File: config.mk
export PLATFORM = sky130hd
export DESIGN_NAME = tut_shell
export DESIGN_NICKNAME = d
export VERILOG_FILES = /design/src/verilog/tut_input_pkg.sv /design/src/verilog/tut_video_pkg.sv /design/src/verilog/download_if.sv /design/src/verilog/cabinet_inputs.sv /design/src/verilog/dip_loader.sv /design/src/verilog/pll_reconfig.sv /design/src/verilog/ps2_key_decoder.sv /design/src/verilog/tut_shell.sv /design/src/verilog/video_out.sv
export VERILOG_INCLUDE_DIRS = /design/src /design/src/verilog
export SDC_FILE = /design/constraint.sdc
export NUM_CORES = 1
export LEC_CHECK = 0
export ABC_AREA = 1
export BUFFER_PORTS_ARGS = -buffer_cell sky130_fd_sc_hd__buf_4
export CORE_UTILIZATION = 30
export CTS_BUF_LIST = sky130_fd_sc_hd__clkbuf_4 sky130_fd_sc_hd__clkbuf_8
export DETAILED_ROUTE_END_ITERATION = 7
export GPL_ROUTABILITY_DRIVEN = 0
export PLACE_DENSITY = 0.69
export SLEW_MARGIN = 25
export SYNTH_ARGS = -nofsm -noshare
export SYNTH_HDL_FRONTEND = slang
export SYNTH_SLANG_ARGS = --single-unit
File: constraint.sdc
create_clock -name CLK_49M -period 1.7 [get_ports CLK_49M]
set_input_delay 0.425 -clock CLK_49M [delete_from_list [all_inputs] [get_ports CLK_49M]]
set_output_delay 0.425 -clock CLK_49M [all_outputs]
set_load 0.01 [all_outputs]
File: src/verilog/tut_defs.svh
/*
 * Shared constants for the cabinet glue
 * Keyboard scan codes, resistor weights, PLL retune words and download index
 */
`ifndef TUT_DEFS_SVH
`define TUT_DEFS_SVH

// ======================================================================
// Keyboard scan codes (set 2, make codes)
// ======================================================================
`define TUT_KEY_START1   8'h16
`define TUT_KEY_START2   8'h1E
`define TUT_KEY_COIN1    8'h2E
`define TUT_KEY_COIN2    8'h36
`define TUT_KEY_SERVICE  8'h46
// Arrows share their code with the keypad, extended flag not needed
`define TUT_KEY_UP       8'h75
`define TUT_KEY_DOWN     8'h72
`define TUT_KEY_LEFT     8'h6B
`define TUT_KEY_RIGHT    8'h74
// Left ctrl
`define TUT_KEY_FIRE     8'h14

// ======================================================================
// Colour DAC weights, one per bit of a 5-bit channel
// ======================================================================
`define TUT_CW0  8'h19
`define TUT_CW1  8'h24
`define TUT_CW2  8'h35
`define TUT_CW3  8'h40
// Full scale sums to 8'hFF
`define TUT_CW4  8'h4D

// ======================================================================
// Video PLL management words
// ======================================================================
`define TUT_PLL_M_NATIVE   32'd3639383488
`define TUT_PLL_M_SLOW     32'd3268298314
`define TUT_PLL_ADDR_MODE  6'd0
`define TUT_PLL_ADDR_M     6'd7
`define TUT_PLL_ADDR_START 6'd2

// Download stream index that carries the DIP bytes
`define TUT_DIP_INDEX  8'd254

`endif

File: src/verilog/tut_input_pkg.sv
/*
 * Control-side types
 * Keyboard event, held-key state and the cabinet input word
 */
package tut_input_pkg;

	// One keyboard event as delivered by the host, 11 bits
	typedef struct packed {
		// Flips on every new event
		logic       toggle;
		logic       pressed;
		logic       extended;
		logic [7:0] code;
	} ps2_event_t;

	// Held flag per keyboard button
	typedef struct packed {
		logic start1;
		logic start2;
		logic coin1;
		logic coin2;
		logic service;
		logic up;
		logic down;
		logic left;
		logic right;
		logic fire;
	} key_state_t;

	// Game control inputs
	// Joystick nibbles are ordered right, left, down, up
	typedef struct packed {
		// Active low group
		logic [1:0] coin;
		logic [1:0] start;
		logic [3:0] p1_joy;
		logic [3:0] p2_joy;
		logic       p1_fire;
		logic       p2_fire;
		logic       service;
		// Active high group
		logic       fire1_r;
		logic       flash1;
		logic       fire2_r;
		logic       flash2;
	} cabinet_in_t;

	// Gamepad button word from the host
	typedef logic [15:0] joy_word_t;

endpackage

File: src/verilog/tut_video_pkg.sv
/*
 * Video and PLL management types
 * Colour channels, RGB triples, aspect values and the management bus words
 */
package tut_video_pkg;

	// Game side colour channel
	typedef logic [4:0] color5_t;

	// Output colour channel
	typedef logic [7:0] color8_t;

	typedef struct packed {
		color5_t r;
		color5_t g;
		color5_t b;
	} rgb5_t;

	typedef struct packed {
		color8_t r;
		color8_t g;
		color8_t b;
	} rgb8_t;

	// Aspect ratio term for the scaler
	typedef logic [12:0] aspect_t;

	// PLL reconfiguration bus
	typedef logic [5:0]  mgmt_addr_t;
	typedef logic [31:0] mgmt_data_t;

endpackage

File: src/verilog/download_if.sv
/*
 * Download stream bundle
 * One byte per cycle with wr high, no back-pressure
 */
interface download_if;

	logic        wr;
	logic [7:0]  index;
	logic [24:0] addr;
	logic [7:0]  data;

	// Consumer side
	modport sink (
		input wr,
		input index,
		input addr,
		input data
	);

endinterface

File: src/verilog/cabinet_inputs.sv
/*
 * Cabinet input merge
 * Keyboard and gamepads combined into the registered control word
 */
module cabinet_inputs (
	input  logic                       CLK_49M,
	input  logic                       rst_n,
	input  tut_input_pkg::ps2_event_t  ps2_key,
	input  tut_input_pkg::joy_word_t   joystick_0,
	input  tut_input_pkg::joy_word_t   joystick_1,
	output tut_input_pkg::cabinet_in_t cabinet
);

	// All controls released
	localparam tut_input_pkg::cabinet_in_t CAB_IDLE = '{
		coin: 2'b11, start: 2'b11, p1_joy: 4'hF, p2_joy: 4'hF,
		p1_fire: 1'b1, p2_fire: 1'b1, service: 1'b1,
		fire1_r: 1'b0, flash1: 1'b0, fire2_r: 1'b0, flash2: 1'b0
	};

	tut_input_pkg::key_state_t  keys;
	tut_input_pkg::cabinet_in_t cab_next;

	ps2_key_decoder u_keys (
		.CLK_49M (CLK_49M),
		.rst_n   (rst_n),
		.ps2_key (ps2_key),
		.keys    (keys)
	);

	// ==================================================================
	// Merge, pad bits 3..0 are up, down, left, right
	// ==================================================================
	always_comb begin
		cab_next.coin    = ~{keys.coin2, keys.coin1 | joystick_0[7]};
		cab_next.start   = ~{keys.start2 | joystick_0[9], keys.start1 | joystick_0[8]};
		// Nibble order right, left, down, up
		cab_next.p1_joy  = ~{keys.right | joystick_0[0], keys.left | joystick_0[1],
			keys.down | joystick_0[2], keys.up | joystick_0[3]};
		// Second player has no keyboard mapping
		cab_next.p2_joy  = ~{joystick_1[0], joystick_1[1], joystick_1[2], joystick_1[3]};
		cab_next.p1_fire = ~(keys.fire | joystick_0[4]);
		cab_next.p2_fire = ~joystick_1[4];
		cab_next.service = ~keys.service;
		cab_next.fire1_r = joystick_0[5];
		cab_next.flash1  = joystick_0[6];
		cab_next.fire2_r = joystick_1[5];
		cab_next.flash2  = joystick_1[6];
	end

	always_ff @(posedge CLK_49M) begin
		if (!rst_n)
			cabinet <= CAB_IDLE;
		else
			cabinet <= cab_next;
	end

	// Keyboard-only controls still released in the first cycle out of reset
	a_idle_after_reset: assert property (
		@(posedge CLK_49M) $rose(rst_n) |=> (cabinet.coin[1] && cabinet.service)
	);

endmodule

File: src/verilog/dip_loader.sv
/*
 * DIP switch capture
 * Takes bytes 0 and 1 of the DIP download into active-low storage
 */
`include "tut_defs.svh"

module dip_loader (
	input  logic          CLK_49M,
	input  logic          rst_n,
	download_if.sink      dl,
	output logic [15:0]   dip_sw
);

	// Stored as downloaded, active low
	logic [7:0] dip_b0;
	logic [7:0] dip_b1;
	logic       dip_hit;

	// Only the first two addresses of the DIP index
	assign dip_hit = dl.wr && (dl.index == `TUT_DIP_INDEX) && (dl.addr[24:1] == '0);

	always_ff @(posedge CLK_49M) begin
		if (!rst_n) begin
			// All switches off
			dip_b0 <= 8'hFF;
			dip_b1 <= 8'hFF;
		end else if (dip_hit) begin
			if (dl.addr[0])
				dip_b1 <= dl.data;
			else
				dip_b0 <= dl.data;
		end
	end

	// Game expects active high, byte 1 on top
	assign dip_sw = ~{dip_b1, dip_b0};

endmodule

File: src/verilog/pll_reconfig.sv
/*
 * Video PLL retune
 * Follows the 60 Hz speed switch and writes the new counter through the
 * management bus in three held writes
 */
`include "tut_defs.svh"

module pll_reconfig (
	input  logic                      CLK_49M,
	input  logic                      rst_n,
	input  logic                      underclock,
	output logic                      cfg_write,
	output tut_video_pkg::mgmt_addr_t cfg_address,
	output tut_video_pkg::mgmt_data_t cfg_data,
	input  logic                      cfg_waitrequest
);

	typedef enum logic [1:0] {
		ST_IDLE,
		ST_MODE,
		ST_M,
		ST_START
	} state_t;

	state_t state;
	// Two flop synchroniser on the switch
	logic   uc_s1;
	logic   uc_s2;
	// Mode currently programmed, 1 for slowed
	logic   mode_q;
	logic   accepted;
	logic   kick;

	assign accepted = cfg_write && !cfg_waitrequest;
	// Settled new value while no sequence is running
	assign kick = (state == ST_IDLE) && (uc_s2 == uc_s1) && (uc_s2 != mode_q);

	always_ff @(posedge CLK_49M) begin
		if (!rst_n) begin
			uc_s1  <= 1'b0;
			uc_s2  <= 1'b0;
			mode_q <= 1'b0;
			state  <= ST_IDLE;
			cfg_write <= 1'b0;
		end else begin
			uc_s1 <= underclock;
			uc_s2 <= uc_s1;
			case (state)
				ST_IDLE: begin
					if (kick) begin
						mode_q      <= uc_s2;
						cfg_write   <= 1'b1;
						cfg_address <= `TUT_PLL_ADDR_MODE;
						cfg_data    <= '0;
						state       <= ST_MODE;
					end
				end
				ST_MODE: begin
					if (accepted) begin
						cfg_address <= `TUT_PLL_ADDR_M;
						cfg_data    <= mode_q ? `TUT_PLL_M_SLOW : `TUT_PLL_M_NATIVE;
						state       <= ST_M;
					end
				end
				ST_M: begin
					if (accepted) begin
						cfg_address <= `TUT_PLL_ADDR_START;
						cfg_data    <= '0;
						state       <= ST_START;
					end
				end
				// Last write, drop the request once taken
				ST_START: begin
					if (accepted) begin
						cfg_write <= 1'b0;
						state     <= ST_IDLE;
					end
				end
				default: state <= ST_IDLE;
			endcase
		end
	end

	// ==================================================================
	// Management bus rules
	// ==================================================================
	a_hold_stalled: assert property (
		@(posedge CLK_49M) disable iff (!rst_n)
		(cfg_write && cfg_waitrequest) |=>
			(cfg_write && $stable(cfg_address) && $stable(cfg_data))
	);

	// Synchroniser keeps the bus quiet for two cycles out of reset
	a_quiet_after_reset: assert property (
		@(posedge CLK_49M) $rose(rst_n) |=> (!cfg_write) [*2]
	);

endmodule

File: src/verilog/ps2_key_decoder.sv
/*
 * Keyboard event decoder
 * Detects each new event and keeps a held flag per mapped button
 */
`include "tut_defs.svh"

module ps2_key_decoder (
	input  logic                    CLK_49M,
	input  logic                    rst_n,
	input  tut_input_pkg::ps2_event_t ps2_key,
	output tut_input_pkg::key_state_t keys
);

	// Last seen toggle bit
	logic toggle_q;
	logic new_event;

	// A new event is any flip of the toggle
	assign new_event = (ps2_key.toggle != toggle_q);

	always_ff @(posedge CLK_49M) begin
		if (!rst_n) begin
			toggle_q <= 1'b0;
			keys     <= '0;
		end else begin
			toggle_q <= ps2_key.toggle;
			if (new_event) begin
				// Press sets, release clears
				case (ps2_key.code)
					`TUT_KEY_START1:  keys.start1  <= ps2_key.pressed;
					`TUT_KEY_START2:  keys.start2  <= ps2_key.pressed;
					`TUT_KEY_COIN1:   keys.coin1   <= ps2_key.pressed;
					`TUT_KEY_COIN2:   keys.coin2   <= ps2_key.pressed;
					`TUT_KEY_SERVICE: keys.service <= ps2_key.pressed;
					`TUT_KEY_UP:      keys.up      <= ps2_key.pressed;
					`TUT_KEY_DOWN:    keys.down    <= ps2_key.pressed;
					`TUT_KEY_LEFT:    keys.left    <= ps2_key.pressed;
					`TUT_KEY_RIGHT:   keys.right   <= ps2_key.pressed;
					`TUT_KEY_FIRE:    keys.fire    <= ps2_key.pressed;
					// Unmapped codes leave the state alone
					default: ;
				endcase
			end
		end
	end

endmodule

File: src/verilog/tut_shell.sv
/*
 * Cabinet glue top level
 * Input merge, DIP capture, video output and PLL retune on one clock
 */
module tut_shell (
	input  logic                       CLK_49M,
	input  logic                       rst_n,
	// Host controls
	input  logic [10:0]                ps2_key,
	input  logic [15:0]                joystick_0,
	input  logic [15:0]                joystick_1,
	// Download stream
	input  logic                       ioctl_wr,
	input  logic [7:0]                 ioctl_index,
	input  logic [24:0]                ioctl_addr,
	input  logic [7:0]                 ioctl_dout,
	// Menu options
	input  logic                       orient_horz,
	input  logic [1:0]                 aspect_mode,
	input  logic                       underclock,
	// Game video
	input  logic                       ce_pix,
	input  logic [4:0]                 r_in,
	input  logic [4:0]                 g_in,
	input  logic [4:0]                 b_in,
	input  logic                       hs,
	input  logic                       vs,
	input  logic                       hblank,
	input  logic                       vblank,
	// To the game
	output tut_input_pkg::cabinet_in_t cabinet,
	output logic [15:0]                dip_sw,
	// To the scaler
	output logic [7:0]                 vga_r,
	output logic [7:0]                 vga_g,
	output logic [7:0]                 vga_b,
	output logic                       vga_hs,
	output logic                       vga_vs,
	output logic                       vga_de,
	output logic                       ce_pix_out,
	output logic [12:0]                video_arx,
	output logic [12:0]                video_ary,
	// PLL management bus
	output logic                       cfg_write,
	output logic [5:0]                 cfg_address,
	output logic [31:0]                cfg_data,
	input  logic                       cfg_waitrequest
);

	download_if dl_bus ();

	assign dl_bus.wr    = ioctl_wr;
	assign dl_bus.index = ioctl_index;
	assign dl_bus.addr  = ioctl_addr;
	assign dl_bus.data  = ioctl_dout;

	cabinet_inputs u_inputs (
		.CLK_49M    (CLK_49M),
		.rst_n      (rst_n),
		.ps2_key    (ps2_key),
		.joystick_0 (joystick_0),
		.joystick_1 (joystick_1),
		.cabinet    (cabinet)
	);

	dip_loader u_dip (
		.CLK_49M (CLK_49M),
		.rst_n   (rst_n),
		.dl      (dl_bus),
		.dip_sw  (dip_sw)
	);

	// Channels packed r, g, b from the top
	video_out u_video (
		.CLK_49M     (CLK_49M),
		.rst_n       (rst_n),
		.ce_pix      (ce_pix),
		.rgb_in      ({r_in, g_in, b_in}),
		.hs          (hs),
		.vs          (vs),
		.hblank      (hblank),
		.vblank      (vblank),
		.orient_horz (orient_horz),
		.aspect_mode (aspect_mode),
		.vga_rgb     ({vga_r, vga_g, vga_b}),
		.vga_hs      (vga_hs),
		.vga_vs      (vga_vs),
		.vga_de      (vga_de),
		.ce_pix_out  (ce_pix_out),
		.video_arx   (video_arx),
		.video_ary   (video_ary)
	);

	pll_reconfig u_pll (
		.CLK_49M         (CLK_49M),
		.rst_n           (rst_n),
		.underclock      (underclock),
		.cfg_write       (cfg_write),
		.cfg_address     (cfg_address),
		.cfg_data        (cfg_data),
		.cfg_waitrequest (cfg_waitrequest)
	);

endmodule

File: src/verilog/video_out.sv
/*
 * Video output stage
 * Resistor-weighted colour expansion, sync alignment and aspect choice
 */
`include "tut_defs.svh"

module video_out (
	input  logic                   CLK_49M,
	input  logic                   rst_n,
	input  logic                   ce_pix,
	input  tut_video_pkg::rgb5_t   rgb_in,
	input  logic                   hs,
	input  logic                   vs,
	input  logic                   hblank,
	input  logic                   vblank,
	input  logic                   orient_horz,
	input  logic [1:0]             aspect_mode,
	output tut_video_pkg::rgb8_t   vga_rgb,
	output logic                   vga_hs,
	output logic                   vga_vs,
	output logic                   vga_de,
	output logic                   ce_pix_out,
	output tut_video_pkg::aspect_t video_arx,
	output tut_video_pkg::aspect_t video_ary
);

	// Sum of the weights of the set bits
	function automatic tut_video_pkg::color8_t weigh5(input tut_video_pkg::color5_t c);
		tut_video_pkg::color8_t acc;
		acc = 8'h00;
		if (c[0]) acc = acc + `TUT_CW0;
		if (c[1]) acc = acc + `TUT_CW1;
		if (c[2]) acc = acc + `TUT_CW2;
		if (c[3]) acc = acc + `TUT_CW3;
		if (c[4]) acc = acc + `TUT_CW4;
		return acc;
	endfunction

	// ==================================================================
	// One register stage, colour and timing stay aligned
	// ==================================================================
	always_ff @(posedge CLK_49M) begin
		if (!rst_n) begin
			vga_rgb    <= '0;
			vga_hs     <= 1'b0;
			vga_vs     <= 1'b0;
			vga_de     <= 1'b0;
			ce_pix_out <= 1'b0;
		end else begin
			vga_rgb.r  <= weigh5(rgb_in.r);
			vga_rgb.g  <= weigh5(rgb_in.g);
			vga_rgb.b  <= weigh5(rgb_in.b);
			vga_hs     <= hs;
			vga_vs     <= vs;
			vga_de     <= ~(hblank | vblank);
			ce_pix_out <= ce_pix;
		end
	end

	// Mode 0 is the native monitor shape, others are scaler presets
	always_comb begin
		if (aspect_mode == 2'd0) begin
			video_arx = orient_horz ? 13'd16 : 13'd14;
			video_ary = orient_horz ? 13'd14 : 13'd16;
		end else begin
			video_arx = {11'd0, aspect_mode} - 13'd1;
			video_ary = 13'd0;
		end
	end

endmodule
==> results of run 1 <==
-- through the flow --
stage               TNS, ps  power (mW)  utilization [%]  cells
floorplan                 0        3.13                -    612
detailed placement     -116        3.62             41.7    938
CTS                       0        5.00             43.0    954
global route              0        5.22             43.0    954
global placement      -68.2        3.60             41.7    938
finish                    0        4.90             43.0    954
-- layout make-up --
class	count	area, um^2
inverter	78	293
sequential	85	1750
multi-input combinational	380	1990
tap	180	225
timing repair buffer	215	1630
clock buffer	10	131
fill	1484	8040
clock inverter	6	47.5
-- state kept, by name (all words and copies together) (netlist names) --
signal and cells:
u_video.vga_vs 1, u_dip.dip_b0 8, u_pll.state 2, u_inputs.cabinet 19, u_dip.dip_b1 8, u_video.vga_hs 1, u_pll.cfg_data 3, u_video.vga_rgb 24
u_pll.uc_s1 1, u_inputs.u_keys.keys 10, u_video.vga_de 1, u_pll.uc_s2 1, u_pll.mode_q 1, u_pll.cfg_address 2, u_inputs.u_keys.toggle_q 1, u_video.ce_pix_out 1
u_pll.cfg_write 1
-- metal layers --
layer / GRT usage [%] / part of all wire [%]
met1: 16.7 / 43
met2: 24.1 / 48
met3: 4.61 / 7.2
met4: 5.35 / 1.6
met5: 0 / 0
-- power groups by stage --
stage	clock network [mW]	logic (mW)	registers [mW]
final	1.33	1.33	2.24
after global routing	1.49	1.47	2.26
after CTS	1.42	1.34	2.24
after detailed placement	0	1.33	2.29
after global placement	0	1.31	2.29
after floorplan	0	0.794	2.34
-- cells in the mapped netlist (all sizes together) --
cell	count
buf	62
ha	24
o21ai	28
xnor2	6
or2	2
nor3	13
clkinv	1
o211a	1
nand3b	2
nor4	2
o2111a	1
a21oi	31
o21a	1
dfxtp	80
clkbuf	7
inv	77
conb	1
a21o	1
and3	1
nand4	21
nor2	51
nor3b	2
nand3	39
edfxtp	5
nand2	122
and2	1
-- logic make-up (layout without fill, tap and decap cells) --
family	after synthesis	in the layout	synth area share [%]
DFF	85	85	39.7
xor gates and xnor gates	6	6	1.19
AOI/OAI and AO/OA	63	63	7.61
adders and majority gates	24	24	6.81
buffers and inverters	147	309	17.8
other	1	31	0.0850
and+or+nand+nor	256	256	26.8
-- worst max-delay path by stage --
stage          cells after the start  slack, ps                    to      startpoint
2_1_floorplan                     10         70   u_video.vga_rgb[14]         g_in[1]
3_3_place_gp                      11        -50   u_video.vga_rgb[14]         g_in[0]
3_5_place_dp                      11        -60   u_video.vga_rgb[14]         g_in[0]
4_1_cts                            5         50    u_pll.cfg_data[28]  u_pll.state[0]
5_1_grt                            5         10  u_pll.cfg_address[1]  u_pll.state[0]
6_report                           5        130    u_pll.cfg_data[28]  u_pll.state[0]
-- critical path: stages, from the launching register on --
cell and delay [ps]:
dfxtp_1 340, inv_1 130, ha_1 220, nand4_1 160
nand3_1 160, o2111a_2 280
-- timing repair --
item,4_1_cts,5_1_grt
buffers inserted,0,0
endpoints found under the setup margin,0,5
gates resized for setup,0,1
endpoints found under the hold margin,0,0
-- layout by cell type, fill, tap and decap left out, types with 2 or more instances in the layout --
cell type / netlist / final
a21oi_1: 31 / 31
buf_4: 55 / 214
clkbuf_8: 1 / 9
clkinv_4: 0 / 2
clkinvlp_4: 0 / 2
conb_1: 1 / 31
dfxtp_1: 80 / 80
edfxtp_1: 5 / 5
ha_1: 24 / 24
inv_1: 75 / 75
inv_2: 2 / 2
nand2_1: 116 / 116
nand2_2: 6 / 6
nand3_1: 37 / 37
nand3_4: 2 / 2
nand3b_1: 2 / 2
nand4_1: 21 / 21
nor2_1: 46 / 46
nor2_2: 3 / 3
nor3_1: 13 / 13
nor3b_1: 2 / 2
nor4_1: 2 / 2
o21ai_0: 27 / 27
xnor2_1: 6 / 6
==> results.sh, run 1 <==
export IMPL_status="finished clean"
export IMPL_num_io_pins=240
export IMPL_timing_rr_start="u_pll.state[0]"
export IMPL_synth_area_leaders="dfxtp_1 (36%), nand2_1 (9.9%), buf_4 (9.4%), ha_1 (6.8%), inv_1 (6.4%)"
export IMPL_timing_rr_end="u_pll.cfg_data[28]"
export IMPL_drt_initial_drc_count=149
export IMPL_setup_viol=0
export IMPL_syn2layout_area_growth_pct=37.5
export IMPL_combPwrFrac_pct=27.1
export IMPL_tightest_slew_ps=524
export IMPL_yosysUniqueCellTypes=38
export IMPL_via_per_inst=4.26
export IMPL_path_max_fanout=5
export IMPL_place_hpwl_um=8370
export IMPL_netSwitchingPower_mw=1.52
export IMPL_ys_ff_latch=85
export IMPL_root_buffer="clkbuf_8"
export IMPL_wl_per_cell_um=11.2
export IMPL_portBuffers=192
export IMPL_die_height_um=123
export IMPL_clk_pin_slew_ps=90
export IMPL_slew_violations=0
export IMPL_route_detailed_drc=0
export IMPL_tritoncts="built"
export IMPL_cp_start_kind="register"
export IMPL_arrival_ps=1650
export IMPL_synth_seq_area_share_pct=39.7
export IMPL_synth_top_area_share_pct=36.3
export IMPL_p_per_area_nw_per_um2=808
export IMPL_path_class="register to register"
export IMPL_period_share_pct=92.6
export IMPL_drt_wl_total_um=10700
export IMPL_antennaDiodeCount=0
export IMPL_hold_viol_final=0
export IMPL_hp_class="input port to register"
export IMPL_rrSetupSlack_ps=130
export IMPL_clock_latency_ps=370
export IMPL_antenna_found_initial=0
export IMPL_worstPathRequired_ps=1780
export IMPL_clkPwrFrac_pct=27.2
export IMPL_fin_skew_ps=12.3
export IMPL_power_leakage_nw=3.31
export IMPL_placed_area_um2=5880
export IMPL_min_period_ps=1570
export IMPL_rows=43
export IMPL_setup_slack_ps=125
export IMPL_min_from="joystick_1[3]"
export IMPL_clock_sinks=85
export IMPL_swShare_pct=31.0
export IMPL_r2r_cells=5
export IMPL_pre_cts_ws_ps=-64.3
export IMPL_drt_first_pass_iters=4
export IMPL_slew_headroom_pct=65.0
export IMPL_nets=905
export IMPL_syn_instance_count=582
export IMPL_fp_dieW_um=123
export IMPL_cts_hold_buf=0
export IMPL_yosysWarningCount=0
export IMPL_p_seq_share_pct=45.8
export IMPL_grt_setup_unrepaired="false"
export IMPL_hold_ws_ps=203
export IMPL_fmax_mhz=635
export IMPL_power_internal_mw=3.38
export IMPL_synth_area_um2=4410
export IMPL_hold_depth=2
export IMPL_maxCapViolCount=0
export IMPL_overflow=0
export IMPL_die_area_um2=15200
export IMPL_whs_endpoint="u_inputs.cabinet[7]"
export IMPL_drive_gt1_share_pct=32.2
export IMPL_grt_max_degree=47
export IMPL_grt_pass1_wl_um=16700
export IMPL_ir_drop_mv=0.486
export IMPL_cts_htree_levels=3
export IMPL_synth_area_leader_cell="dfxtp_1"
export IMPL_avgSynthCellArea_um2=7.58
export IMPL_initial_core_util_pct=31.3
export IMPL_cts_buffer_depth=2
export IMPL_stdcell_area_um2=6060
export IMPL_grt_pass1_vias=3668
export IMPL_cp_end_kind="register"
export IMPL_dr_total_vias=4063
export IMPL_ant_nets=0
export IMPL_core_um2=14100
export IMPL_cts_buffers=9
export IMPL_grtUsageTotal_pct=14.3
Power figures use the tool's default switching activity.
==> run 2: changes to the inputs <==
- RECOVER_POWER: unset -> 100
==> run 2 against run 1 <==
Worst hold slack hardly changed. Setup slack is essentially flat. Design area decreased by 7.0%. Global-route usage stayed put. Final cell count did not move. Sequential power about the same. Via count is 0.47% lower. Combinational power is 16% lower. Critical path depth unchanged. First-iteration DRC count decreased by 12%.
==> results.sh, run 2 (synthesis gave the netlist of run 1 again) <==
export IMPL_status="finished clean"
export IMPL_die_height_um=123
export IMPL_largest_register_ffs=24
export IMPL_reg_top3="u_video.vga_rgb (24), u_inputs.cabinet (19), u_inputs.u_keys.keys (10)"
export IMPL_die_area_um2=15200
export IMPL_antennaDiodeCount=0
export IMPL_min_period_ps=1570
export IMPL_met3_usage_pct=4.61
export IMPL_core_um2=14100
export IMPL_slew_headroom_pct=65.0
export IMPL_ir_drop_mv=0.478
export IMPL_r2r_cells=5
export IMPL_pre_cts_ws_ps=-64.3
export IMPL_cp_slowest_cell="dfxtp_1"
export IMPL_cp_end_kind="register"
export IMPL_setup_slack_ps=125
export IMPL_drt_wl_total_um=10800
export IMPL_fmax_mhz=635
export IMPL_drt_initial_drc_count=131
export IMPL_route_detailed_drc=0
export IMPL_clock_latency_ps=370
export IMPL_antenna_found_initial=0
export IMPL_rows=43
export IMPL_hp_class="input port to register"
export IMPL_via_per_inst=4.24
export IMPL_maxCapViolCount=0
export IMPL_use_met2_pct=24.1
export IMPL_fin_skew_ps=12.3
export IMPL_arrival_ps=1650
export IMPL_tritoncts="built"
export IMPL_clk_pin_slew_ps=90
export IMPL_final_util_pct=40.0
export IMPL_final_cell_mix="nand2_1 (118), buf_4 (107), clkbuf_1 (105)"
export IMPL_worstPathCellList="inv_1 -> ha_1 -> nand4_1 -> nand3_1 -> o2111a_2"
export IMPL_min_from="joystick_1[3]"
export IMPL_top_register="u_video.vga_rgb"
export IMPL_final_common_cell="nand2_1"
export IMPL_cts_buffers=9
export IMPL_wl_per_cell_um=11.3
export IMPL_overflow=0
export IMPL_fp_dieW_um=123
export IMPL_whs_endpoint="u_inputs.cabinet[7]"
export IMPL_setup_viol=0
export IMPL_p_per_area_nw_per_um2=831
export IMPL_cp_slowest_stage_delay_ps=340
export IMPL_final_instance_count_excl_fill=954
export IMPL_hold_depth=2
export IMPL_slew_violations=0
export IMPL_num_io_pins=240
export IMPL_grt_max_degree=47
export IMPL_timing_rr_start="u_pll.state[0]"
export IMPL_worstPathRequired_ps=1780
export IMPL_cts_htree_levels=3
export IMPL_dp_cells=938
export IMPL_nFillCells=1584
export IMPL_nets=905
export IMPL_ant_nets=0
export IMPL_grt_pass1_vias=3668
export IMPL_initial_core_util_pct=31.3
export IMPL_syn2layout_area_growth_pct=27.8
export IMPL_period_share_pct=92.6
export IMPL_path_class="register to register"
export IMPL_grtUsageTotal_pct=14.3
export IMPL_dr_total_vias=4044
export IMPL_power_leakage_nw=2.88
export IMPL_p_total_mw=4.68
export IMPL_timing_rr_end="u_pll.cfg_data[28]"
export IMPL_busiest_layer="met2"
export IMPL_hold_viol_final=0
export IMPL_grt_use_met1_pct=16.7
export IMPL_grt_setup_unrepaired="false"
export IMPL_fin_tns_setup_ps=0
export IMPL_root_buffer="clkbuf_8"
export IMPL_drt_first_pass_iters=4
export IMPL_drive_gt1_share_pct=18.2
export IMPL_cp_start_kind="register"
export IMPL_post_cts_buffers=0
export IMPL_grt_pass1_wl_um=16700
export IMPL_portBuffers=192
export IMPL_place_hpwl_um=8370
export IMPL_cts_buffer_depth=2
export IMPL_path_max_fanout=5
export IMPL_rrSetupSlack_ps=130
export IMPL_clock_sinks=85
export IMPL_tightest_slew_ps=525
==> run 2: changes by cell type in the layout (fill, tap and decap cells not counted), moves of 2 or more <==
| cell | change |
|---|---|
| clkbuf_4 | +2 |
| buf_4 | -107 |
| clkbuf_1 | +105 |
| nand2_1 | +2 |
| nand2_2 | -2 |
==> run 2: timing repair <==
item | CTS | global route
hold buffers | 0 | 0
resized for setup | 0 | 1
endpoints found under the setup margin | 0 | 5
==> run 2: power breakdown <==
part | internal [mW] | switching, mW | total [mW] | leakage [nW]
sequential | 2.16 | 0.0731 | 2.23 | 0.706
clock | 0.558 | 0.772 | 1.33 | 0.0868
combinational | 0.455 | 0.664 | 1.12 | 2.09
total | 3.17 | 1.51 | 4.68 | 2.88
==> run 2: through the flow <==
stage	instance area [um^2]	hold slack [ps]
2_1_floorplan	4520	358
3_3_place_gp	5880	371
3_5_place_dp	5880	370
4_1_cts	6060	171
5_1_grt	5640	168
6_report	5640	203
==> run 2: layout make-up <==
cell class | instances | area [um^2] | share of cell area [%]
sequential | 85 | 1750 | 31.1
tap | 180 | 225 | 4.00
multi-input combinational | 380 | 1960 | 34.7
inverter | 78 | 293 | 5.19
clock buffer | 10 | 131 | 2.33
timing repair buffer | 215 | 1230 | 21.9
clock inverter | 6 | 47.5 | 0.844
==> run 2: worst max path at each step <==
stage,startpoint,endpoint,slack [ps],cells past startpoint
after global routing,u_pll.state[0],u_pll.cfg_address[1],10,5
after floorplan,g_in[1],u_video.vga_rgb[14],70,10
after detailed placement,g_in[0],u_video.vga_rgb[14],-60,11
after CTS,u_pll.state[0],u_pll.cfg_data[28],50,5
after global placement,g_in[0],u_video.vga_rgb[14],-50,11
final,u_pll.state[0],u_pll.cfg_data[28],130,5
==> run 2: routing by layer <==
layer / share of wire [%] / up-vias
met1: 44 / 1778
met4: 1.6 / 0
met3: 7.1 / 14
li1: - / 2147
met5: 0 / -
met2: 47 / 105
==> run 2: worst max-delay path, delay by kind of cell (launching register included) <==
kind / cells / cell delay [ps]
AND/OR/NAND/NOR: 2 / 320
adder cells (fa/ha/maj): 1 / 220
flip-flops: 1 / 340
AO/OA/AOI/OAI: 1 / 280
buffers and inverters: 1 / 130
